`src/fabricBusPkg.sv`:
```
package fabricBusPkg;

    // ----------------------------------------------------------------------
    // Host bus fields
    // ----------------------------------------------------------------------

    // Byte address over the 128 KB aperture
    localparam int busAddrWidth = 17;
    localparam int busDataWidth = 32;
    // One strobe per data byte
    localparam int byteLanes = busDataWidth / 8;

    typedef logic [busAddrWidth-1:0] busAddr_t;
    typedef logic [busDataWidth-1:0] busData_t;
    typedef logic [byteLanes-1:0]    byteStb_t;

    // ----------------------------------------------------------------------
    // Region map
    // ----------------------------------------------------------------------

    // Address bits 16 to 13 pick the region
    localparam int regionLsb = 13;

    typedef logic [busAddrWidth-regionLsb-1:0] regionSel_t;

    // Region field values, 8 KB apart
    localparam regionSel_t regBase      = regionSel_t'(0);
    localparam regionSel_t ram0Base     = regionSel_t'(1);
    localparam regionSel_t ram1Base     = regionSel_t'(2);
    localparam regionSel_t reservedBase = regionSel_t'(4);

    // Word addresses inside a region
    localparam int ramAddrWidth = 11;
    localparam int ramDepth     = 1 << ramAddrWidth;
    localparam int regAddrWidth = 7;

    typedef logic [ramAddrWidth-1:0] ramAddr_t;
    typedef logic [regAddrWidth-1:0] regAddr_t;

    // ----------------------------------------------------------------------
    // Unmapped access handling
    // ----------------------------------------------------------------------

    // Read value when no region answers
    localparam busData_t badAccessValue = 32'hBADFABAC;
    localparam int timeoutWidth = 3;
    localparam logic [timeoutWidth-1:0] timeoutCount = 3'd7;

endpackage

```
`src/busDecoder.sv`:
```
`timescale 1ns/1ps

module busDecoder
(
    input  logic                   wbClk_i,
    input  logic                   reset_i,
    input  logic                   cyc_i,
    input  logic                   stb_i,
    input  fabricBusPkg::busAddr_t addr_i,
    input  logic                   regAck_i,
    input  logic                   ram0Ack_i,
    input  logic                   ram1Ack_i,
    input  logic                   resAck_i,
    input  fabricBusPkg::busData_t regData_i,
    input  fabricBusPkg::busData_t ram0Data_i,
    input  fabricBusPkg::busData_t ram1Data_i,
    input  fabricBusPkg::busData_t resData_i,
    output logic                   regSel_o,
    output logic                   ram0Sel_o,
    output logic                   ram1Sel_o,
    output logic                   resSel_o,
    output logic                   ack_o,
    output fabricBusPkg::busData_t rdData_o
);

    import fabricBusPkg::*;

    regionSel_t              region;
    logic                    cycStb;
    logic                    datapathAck;
    logic                    timeoutAck;
    logic [timeoutWidth-1:0] timeoutCnt;

    // ----------------------------------------------------------------------
    // Region select
    // ----------------------------------------------------------------------

    assign region = addr_i[busAddrWidth-1:regionLsb];
    assign cycStb = cyc_i & stb_i;

    // One select per mapped region
    assign regSel_o  = cycStb & (region == regBase);
    assign ram0Sel_o = cycStb & (region == ram0Base);
    assign ram1Sel_o = cycStb & (region == ram1Base);
    assign resSel_o  = cycStb & (region == reservedBase);

    // Merged acknowledge, timeout included
    assign datapathAck = regAck_i | ram0Ack_i | ram1Ack_i | resAck_i;
    assign ack_o       = datapathAck | timeoutAck;

    // ----------------------------------------------------------------------
    // Timeout for cycles nobody answers
    // ----------------------------------------------------------------------

    always_ff @(posedge wbClk_i)
    begin
        if (reset_i)
        begin
            timeoutCnt <= '0;
            timeoutAck <= 1'b0;
        end
        // Idle bus or any acknowledge restarts the count
        else if (!cycStb || ack_o)
        begin
            timeoutCnt <= '0;
            timeoutAck <= 1'b0;
        end
        else if (timeoutCnt == timeoutCount)
        begin
            timeoutCnt <= '0;
            timeoutAck <= 1'b1;
        end
        else
        begin
            timeoutCnt <= timeoutCnt + 1'b1;
            timeoutAck <= 1'b0;
        end
    end

    // Read data steering
    always_comb
    begin
        case (region)
            regBase:      rdData_o = regData_i;
            ram0Base:     rdData_o = ram0Data_i;
            ram1Base:     rdData_o = ram1Data_i;
            reservedBase: rdData_o = resData_i;
            default:      rdData_o = badAccessValue;
        endcase
    end

endmodule

```
`config.mk`:
```
export PLATFORM = sky130hd
export DESIGN_NAME = busDecoder
export DESIGN_NICKNAME = d
export VERILOG_FILES = /design/src/fabricBusPkg.sv /design/src/busDecoder.sv
export SDC_FILE = /design/constraint.sdc
export NUM_CORES = 1
export LEC_CHECK = 0
export BUFFER_PORTS_ARGS = -buffer_cell sky130_fd_sc_hd__buf_4
export CAP_MARGIN = 20
export CORE_ASPECT_RATIO = 0.5
export CORE_MARGIN = 8
export CORE_UTILIZATION = 31
export CTS_CLUSTER_DIAMETER = 30
export DETAILED_ROUTE_END_ITERATION = 7
export PLACE_DENSITY = 0.86
export RECOVER_POWER = 25
export SYNTH_ARGS = -nofsm -noshare
export SYNTH_HDL_FRONTEND = slang
export SYNTH_SLANG_ARGS = --single-unit
```
`constraint.sdc`:
```
create_clock -name wbClk_i -period 1.4 [get_ports wbClk_i]
set_input_delay 0 -clock wbClk_i [delete_from_list [all_inputs] [get_ports wbClk_i]]
set_output_delay 0 -clock wbClk_i [all_outputs]
set_load 0.1 [all_outputs]
```
==> metrics <==
Vias/cell 5.83; Synth Cell Area 1380 um2; Power Density 521 nW/um2; GP Congestion 0.832; drt drc 0; Setup Buffers After CTS 0; met1 usage 0.228; min Tclk post-route 1.40 ns; TNS Setup -0.00413 ns; synth-to-layout area growth 136%; dpl hpwl 6930 um; final setup vio count 1; Least-Margin Pin Slew 0.547 ns; hold_sp stb_i; Hold Violations, Final 0; status finished with violations; CP endpoint kind primary output; Worst Slack Setup Final -0.00413 ns; GRT Util Overall 0.220; EDFF count, synth 0; dominant cell type by area after synthesis a22oi_1; Rel. slew slack 0.637; GR Util met3 0.0416; portion of total power attributed to the clock network 0.141; clock buffer depth 2; IO buf count 176; critical path fanouts, max 13; Final ANT Viol Nets 0; Data required, critical path 1.40 ns; CTS tree done; Crit. Startpoint addr_i[15]; CTS Sinks 4; pin count of the biggest net entering global routing 23; antenna violations before repair 0; full die area 6960 um2; LEAKAGE 1.41 nW; max-slew violations 0; gr busiest metal met2; highest clock rate 712 MHz; H-tree Lvls 1; count of cell types in the netlist 37; sw frac 0.514; RSZ-0062 raised after global routing true; first-pass GRT wire length 12,700 um; Synth Register Bits 4; Int Pwr 0.821 mW; grt ovf 0; num rows 17; vias in the first global route 2,625; drt initial violations 174; sequential fraction of design power 0.068; Max Cap Viol 0; M2 GR Usage 0.433; DR WL/cell 19.6 um; via count 2,443; Reg clk slew, reported paths 0.03 ns; ys async rst share 0; Core ar. 4340 um2; top post-synthesis cells by area a22oi_1 10%, o22ai_1 8.2%, mux2i_1 7.3%; count leader, synth a22oi_1; clock root buffer clkbuf_8; Clk Latency, worst-skew pair 0.21 ns; worst reg2reg startpoint timeoutCnt[0]; Nets 519; share of cells above drive strength 1 0.657; number of diodes 0; Synth Instances 191; initial core utilization 0.317; Max VDD drop 0.000291 V; io pins 190; Post-Syn Area per Cell 7.21 um2; Setup Skew 0.00164 ns; syn nets 346; Final Cycle Share 1.00; Hold Path Class input pin to register; DRT Pass-1 Iters 5; combinational power share 0.791; YS warnings 0; Pwr Total 1.69 mW; crit start category input pin; post-synthesis sequential area ratio 0.0582; Commonest cells post-synth 19 x a22oi_1, 18 x o22ai_1, 16 x buf_2; crit path kind input pin to primary output; predominant post-synthesis flop cell dfxtp_1; NetSw 0.869 mW; Synth top area share 0.104; Die Span X 110 um; Critical Path AT 1.40 ns; WL final 8230 um; CTS buffer count 3; failing checks negative setup slack; Die Y 63.1 um
[logic make-up after synthesis]
| group | after synthesis | share of synthesized area |
|---|---|---|
| compound gates | 96 | 0.502 |
| fa+ha+maj | 2 | 0.0182 |
| buf+inv | 30 | 0.107 |
| flops | 4 | 0.0582 |
| mux | 10 | 0.0727 |
| simple gates | 49 | 0.242 |
[layout by cell type, fill, tap and decap left out, drive strengths merged, types with 2 or more instances in the layout]
cell,count
a21oi,3
a22oi,19
a311oi,3
a32oi,11
and2b,2
and4,2
buf,190
clkbuf,8
dfxtp,4
ha,2
mux2i,10
nand2b,3
nor2,2
nor2b,10
nor3,12
nor4,5
nor4bb,3
o211ai,10
o21a,10
o21ai,11
o221ai,8
o22ai,18
o31ai,3
or2,5
[critical path, cell delays in order]
cell and delay (ns):
buf_4 0.18, buf_4 0.24, nand2b_1 0.24, nor3_1 0.36, o221ai_4 0.13, buf_4 0.25
[sequential cells by signal (all words and copies together) (netlist names)]
signal,cells
timeoutCnt,3
timeoutAck,1
[cell type report]
cell class | count | area [um2]
multi-input cells | 157 | 1530
repair buffers | 196 | 1520
inverters | 2 | 7.51
clock buffers | 3 | 41.3
fillers | 320 | 1100
well taps | 57 | 71.3
flip-flops and latches | 4 | 80.1
[worst paths after layout]
path	end	slack [ns]	depth (start not counted)
max	rdData_o[18]	-0.004	6
min	timeoutAck	0.07	3
max reg2reg	timeoutCnt[1]	0.12	4
min reg2reg	timeoutCnt[0]	0.45	1
[power by group through the flow]
stage	Sequential (mW)	Combinational (mW)	Clock, mW
6_report	0.115	1.34	0.238
4_1_cts	0.115	1.33	0.243
5_1_grt	0.115	1.39	0.255
2_1_floorplan	0.117	0.865	0
3_5_place_dp	0.117	1.32	0
3_3_place_gp	0.117	1.30	0
[metrics by stage]
| stage | instances | worst slack (ns) | cell area, um2 | hold slack, ns | utilization |
|---|---|---|---|---|---|
| 5_1_grt | 419 | -0.0785 | 3240 | 0.0900 | 0.747 |
| 3_3_place_gp | 415 | 0.0416 | 3170 | 0.178 | 0.730 |
| 6_report | 419 | -0.00413 | 3240 | 0.0683 | 0.747 |
| 3_5_place_dp | 415 | -0.0309 | 3170 | 0.188 | 0.730 |
| 4_1_cts | 419 | 0.0191 | 3230 | 0.0637 | 0.744 |
| 2_1_floorplan | 191 | -0.652 | 1820 | 0.0697 | - |
[metal layers]
layer	part of all wire	up-vias	routed length, um
met5	0	-	0
met4	0.019	0	155
met3	0.082	14	674
met2	0.57	127	4660
met1	0.33	1172	2740
li1	-	1130	-
[repair_timing]
| action | CTS | global route |
|---|---|---|
| endpoints found under the hold margin | 1 | 0 |
| setup endpoints to repair | 6 | 8 |
| hold buffers | 1 | 0 |
| resized for setup | 3 | 4 |
(Power assumes the default switching activity.)
