### src/fabricBusPkg.sv
package fabricBusPkg;

    // ----------------------------------------------------------------------
    // Host bus fields
    // ----------------------------------------------------------------------

    // Byte address over the 128 KB aperture
    localparam int busAddrWidth = 17;
    localparam int busDataWidth = 32;
    // One strobe per data byte
    localparam int byteLanes = busDataWidth / 8;

    typedef logic [busAddrWidth-1:0] busAddr_t;
    typedef logic [busDataWidth-1:0] busData_t;
    typedef logic [byteLanes-1:0]    byteStb_t;

    // ----------------------------------------------------------------------
    // Region map
    // ----------------------------------------------------------------------

    // Address bits 16 to 13 pick the region
    localparam int regionLsb = 13;

    typedef logic [busAddrWidth-regionLsb-1:0] regionSel_t;

    // Region field values, 8 KB apart
    localparam regionSel_t regBase      = regionSel_t'(0);
    localparam regionSel_t ram0Base     = regionSel_t'(1);
    localparam regionSel_t ram1Base     = regionSel_t'(2);
    localparam regionSel_t reservedBase = regionSel_t'(4);

    // Word addresses inside a region
    localparam int ramAddrWidth = 11;
    localparam int ramDepth     = 1 << ramAddrWidth;
    localparam int regAddrWidth = 7;

    typedef logic [ramAddrWidth-1:0] ramAddr_t;
    typedef logic [regAddrWidth-1:0] regAddr_t;

    // ----------------------------------------------------------------------
    // Unmapped access handling
    // ----------------------------------------------------------------------

    // Read value when no region answers
    localparam busData_t badAccessValue = 32'hBADFABAC;
    localparam int timeoutWidth = 3;
    localparam logic [timeoutWidth-1:0] timeoutCount = 3'd7;

endpackage

### src/fabricIdPkg.sv
package fabricIdPkg;

    // ----------------------------------------------------------------------
    // Fabric register bank
    // ----------------------------------------------------------------------

    // Word offsets inside the register region
    localparam logic [6:0] idRegOfs   = 7'h00;
    localparam logic [6:0] revRegOfs  = 7'h01;
    localparam logic [6:0] gpioInOfs  = 7'h02;
    localparam logic [6:0] gpioOutOfs = 7'h03;
    localparam logic [6:0] gpioOeOfs  = 7'h04;

    localparam logic [31:0] fabricIdValue  = 32'h0000AC3B;
    localparam logic [31:0] fabricRevValue = 32'h00000100;

    // GPIO width and reset state
    localparam int gpioWidth = 8;
    typedef logic [gpioWidth-1:0] gpio_t;
    localparam gpio_t gpioOutRstValue = 8'h00;
    localparam gpio_t gpioOeRstValue  = 8'h00;

    // Marks a read of an undefined offset
    localparam logic [31:0] regUndefValue = 32'hFABDEFAC;

    // ----------------------------------------------------------------------
    // Reserved identification block
    // ----------------------------------------------------------------------

    localparam logic [6:0] custProdOfs  = 7'h7E;
    localparam logic [6:0] revisionsOfs = 7'h7F;
    localparam logic [7:0]  customerId = 8'h01;
    localparam logic [7:0]  productId  = 8'h00;
    localparam logic [15:0] majorRev   = 16'h0001;
    localparam logic [15:0] minorRev   = 16'h0000;
    localparam logic [31:0] reservedUndefValue = 32'hDEFFABAC;

endpackage

### src/fabricRegisters.sv
`timescale 1ns/1ps

module fabricRegisters
(
    input  logic                   wbClk_i,
    input  logic                   reset_i,
    input  logic                   sel_i,
    input  logic                   we_i,
    input  fabricBusPkg::byteStb_t byteStb_i,
    input  fabricBusPkg::regAddr_t wordAddr_i,
    input  fabricBusPkg::busData_t wrData_i,
    input  fabricIdPkg::gpio_t     gpioIn_i,
    output logic                   ack_o,
    output fabricBusPkg::busData_t rdData_o,
    output fabricIdPkg::gpio_t     gpioOut_o,
    output fabricIdPkg::gpio_t     gpioOe_o
);

    import fabricBusPkg::*;
    import fabricIdPkg::*;

    gpio_t gpioMeta;
    gpio_t gpioInReg;
    logic  regWrite;

    // First cycle of a write carrying byte lane 0
    assign regWrite = sel_i & we_i & ~ack_o & byteStb_i[0];

    // ----------------------------------------------------------------------
    // GPIO registers
    // ----------------------------------------------------------------------

    always_ff @(posedge wbClk_i)
    begin
        if (reset_i)
        begin
            gpioOut_o <= gpioOutRstValue;
            gpioOe_o  <= gpioOeRstValue;
        end
        else if (regWrite)
        begin
            case (wordAddr_i)
                gpioOutOfs: gpioOut_o <= wrData_i[gpioWidth-1:0];
                gpioOeOfs:  gpioOe_o  <= wrData_i[gpioWidth-1:0];
                // Other offsets ignore writes
                default:    ;
            endcase
        end
    end

    // Two-stage input synchronizer
    always_ff @(posedge wbClk_i)
    begin
        gpioMeta  <= gpioIn_i;
        gpioInReg <= gpioMeta;
    end

    // Single-cycle acknowledge pulse
    always_ff @(posedge wbClk_i)
    begin
        if (reset_i)
            ack_o <= 1'b0;
        else
            ack_o <= sel_i & ~ack_o;
    end

    // ----------------------------------------------------------------------
    // Read mux, address held by the host
    // ----------------------------------------------------------------------

    always_comb
    begin
        case (wordAddr_i)
            idRegOfs:   rdData_o = fabricIdValue;
            revRegOfs:  rdData_o = fabricRevValue;
            gpioInOfs:  rdData_o = {{(busDataWidth-gpioWidth){1'b0}}, gpioInReg};
            gpioOutOfs: rdData_o = {{(busDataWidth-gpioWidth){1'b0}}, gpioOut_o};
            gpioOeOfs:  rdData_o = {{(busDataWidth-gpioWidth){1'b0}}, gpioOe_o};
            default:    rdData_o = regUndefValue;
        endcase
    end

endmodule

### config.mk
export PLATFORM = sky130hd
export DESIGN_NAME = fabricRegisters
export DESIGN_NICKNAME = d
export VERILOG_FILES = /design/src/fabricBusPkg.sv /design/src/fabricIdPkg.sv /design/src/fabricRegisters.sv
export SDC_FILE = /design/constraint.sdc
export NUM_CORES = 1
export LEC_CHECK = 0
export ABC_CLOCK_PERIOD_IN_PS = 2000
export BUFFER_PORTS_ARGS = -buffer_cell sky130_fd_sc_hd__buf_2
export CORE_MARGIN = 5
export CORE_UTILIZATION = 41
export CTS_BUF_LIST = sky130_fd_sc_hd__clkbuf_4 sky130_fd_sc_hd__clkbuf_8
export CTS_CLUSTER_DIAMETER = 200
export DETAILED_ROUTE_END_ITERATION = 8
export PLACE_DENSITY = 0.82
export REMOVE_ABC_BUFFERS = 1
export SYNTH_ARGS = -nofsm -noshare
export SYNTH_HDL_FRONTEND = slang
export SYNTH_SLANG_ARGS = --single-unit
### constraint.sdc
create_clock -name wbClk_i -period 2 [get_ports wbClk_i]
set_input_delay 0.4 -clock wbClk_i [delete_from_list [all_inputs] [get_ports wbClk_i]]
set_output_delay 0.4 -clock wbClk_i [all_outputs]
set_load 0.01 [all_outputs]
==> impl_metrics.toml <==
[yosys]
synth_flop_cell = "dfxtp_1"
synth.most_common_cell = "dfxtp_1"
synth_area_leaders = "dfxtp_1 46%, mux2i_1 11%, buf_4 11%"
async_flop_share_pct = 0
yosysUniqueCellTypes = 29
netlist_instances = 152
yosysSeqAreaShare_pct = 46.2
synthTopCellsByCount = "33 x dfxtp_1, 21 x buf_4, 18 x nor2_1"
ys_ff_latch = 33
ys_warn_count = 0
yosysTopAreaCell = "dfxtp_1"
synth_edf_count = 0
syn_avg_cell_area_um2 = 9.41
syn_area_mm2 = 0.00143
netlist.area_leader.share_pct = 46.2

[floorplanning]
start_util_pct = 42.5
dieHeight_um = 69.1
ios = 104
rows = 21
die_w_um = 69.1
die_area_mm2 = 0.00477
core_area_mm2 = 0.00336

[cts]
path_clk_slew_ns = 0.09
cts_resized = 0
clockBufferDepth = 2
cts_tree = "done"
cts.sinks = 33
clock_latency_ns = 0.34
cts.htree.levels = 2
hold_buffers = 0
post_cts_buffers = 0
cts_root_buf = "clkbuf_4"
cts_buffers = 5

[timing]
fmax_mhz = 530
worst_hold_slack_ns = 0.159
fin_crit_sh_pct = 94.4
hold_violations = 0
period_minus_slack_ns = 1.89
fin_ws_ns = 0.112
grt_setup_unrepaired = "false"
maxSlewViolCount = 0
skew_ns = 0.0108
setup_violations = 0
setup-tns-final_ns = 0

[run_status]
outcome = "finished, final reports clean"

[critical_path]
crit_required_ns = 1.60
crit_arrival_ns = 1.49
cpMostUsedCell = "buf_2"
crit_family = "simple AND/OR/NAND/NOR gates"
critPathMaxFanout = 8
end_kind = "primary output"
crit_chain = "buf_2 > or4_4 > a21oi_1 > o21ai_0 > buf_2"
startpoint_type = "input port"
path_buf_inv = 2
critPathSlowestCell = "or4_4"
crit_path_max_incr_delay_ns = 0.62
path_class = "in2out"

[global_route]
first_global_vias = 1125
grt_usage_pct = 13.9
grt_pass1_wl_mm = 5.31
grt_overflow = 0
antenna_found_initial = 0
grt_max_degree = 18

[detailed_routing]
ant_nets = 0
via_per_inst = 4.56
drt_pass1_iterations = 4
wire_per_inst_um = 12.7
drt-initial-drc-count = 31
finalWirelength_mm = 3.32
remaining_drc_errors = 0
via_count = 1190

[placed_design]
place_inst = 253
gp_congestion = 0.761
dpl_cell_area_mm2 = 0.00173
dp_hpwl_mm = 2.57
numPortBuffers = 71
dp_slack_ns = 0.0366

[cells_and_area]
regArea_um2 = 661
syn2layout_area_growth_pct = 24.5
stdcell_area_mm2 = 0.00178
nets = 269
final_util_pct = 52.9
diodes = 0
final_cells = 261
multi_input_area_um2 = 577
fillers = 339
drive_gt1_share_pct = 42.3

[hold_path]
min_path_type = "in2reg"

[power_and_ir_drop]
power_density_mw_per_mm2 = 646
vdd_drop_max_v = 0.000427
leakage_nw = 0.817
finalPower_mw = 1.15

[run]
drv_cap = 0
cell families after synthesis:
kind of cell / share of synthesized area, %
buf+inv: 14.5
flops: 46.2
simple gates: 17.6
other cells: 0.262
mux: 11.2
compound gates: 10.2
metal layers:
metal	vias up	wire (um)	GRT usage, %
met3	11	284	6.54
met2	48	1600	23.3
met4	0	81	5.86
met1	522	1360	14.9
met5	-	0	0
li1	609	-	-
path summary, 6_finish.rpt:
check | startpoint | endpoint | slack, ns | depth (start not counted)
worst max-delay path | wordAddr_i[5] | rdData_o[3] | 0.11 | 5
worst min-delay path | gpioIn_i[7] | gpioMeta[7]$_DFF_P_ | 0.16 | 1
worst max register to register | ack_o$_SDFF_PP0_ | gpioOe_o[1]$_SDFFE_PP0P_ | 0.57 | 5
worst min register to register | gpioMeta[1]$_DFF_P_ | gpioInReg[1]$_DFF_P_ | 0.33 | 0
cells in the final DEF, fill, tap and decap left out, types with 6 or more instances in the layout:
cell type / instances
nand2_1: 9
mux2i_1: 16
dfxtp_1: 33
a21oi_1: 10
buf_2: 71
nor2_1: 18
clkbuf_4: 6
buf_4: 8
final cells by class:
cell class,instances,area share [%]
multi-input combinational,91,32.4
sequential,33,37.1
tap,46,3.23
inverter,4,0.843
clock inverter,2,0.562
timing repair buffer,79,23.3
clock buffer,6,2.53
state kept, by name, indices dropped and copies added, names as in the netlist:
signal / cells
ack_o: 1
gpioInReg: 8
gpioMeta: 8
gpioOe_o: 8
gpioOut_o: 8
worst reg2reg max path, cell delays in order, from the launching register on:
cell and delay (ns):
dfxtp_1 0.33, nand4b_1 0.32, nor3_4 0.21, buf_4 0.20, mux2i_1 0.20, nor2_1 0.06
where the power goes:
group / leakage (nW) / internal, mW / total (mW) / switching [mW]
combinational: 0.510 / 0.0471 / 0.107 / 0.0603
clock: 0.0354 / 0.147 / 0.363 / 0.216
sequential: 0.272 / 0.675 / 0.679 / 0.00444
total: 0.817 / 0.869 / 1.15 / 0.280
(Power assumes the default switching activity.)
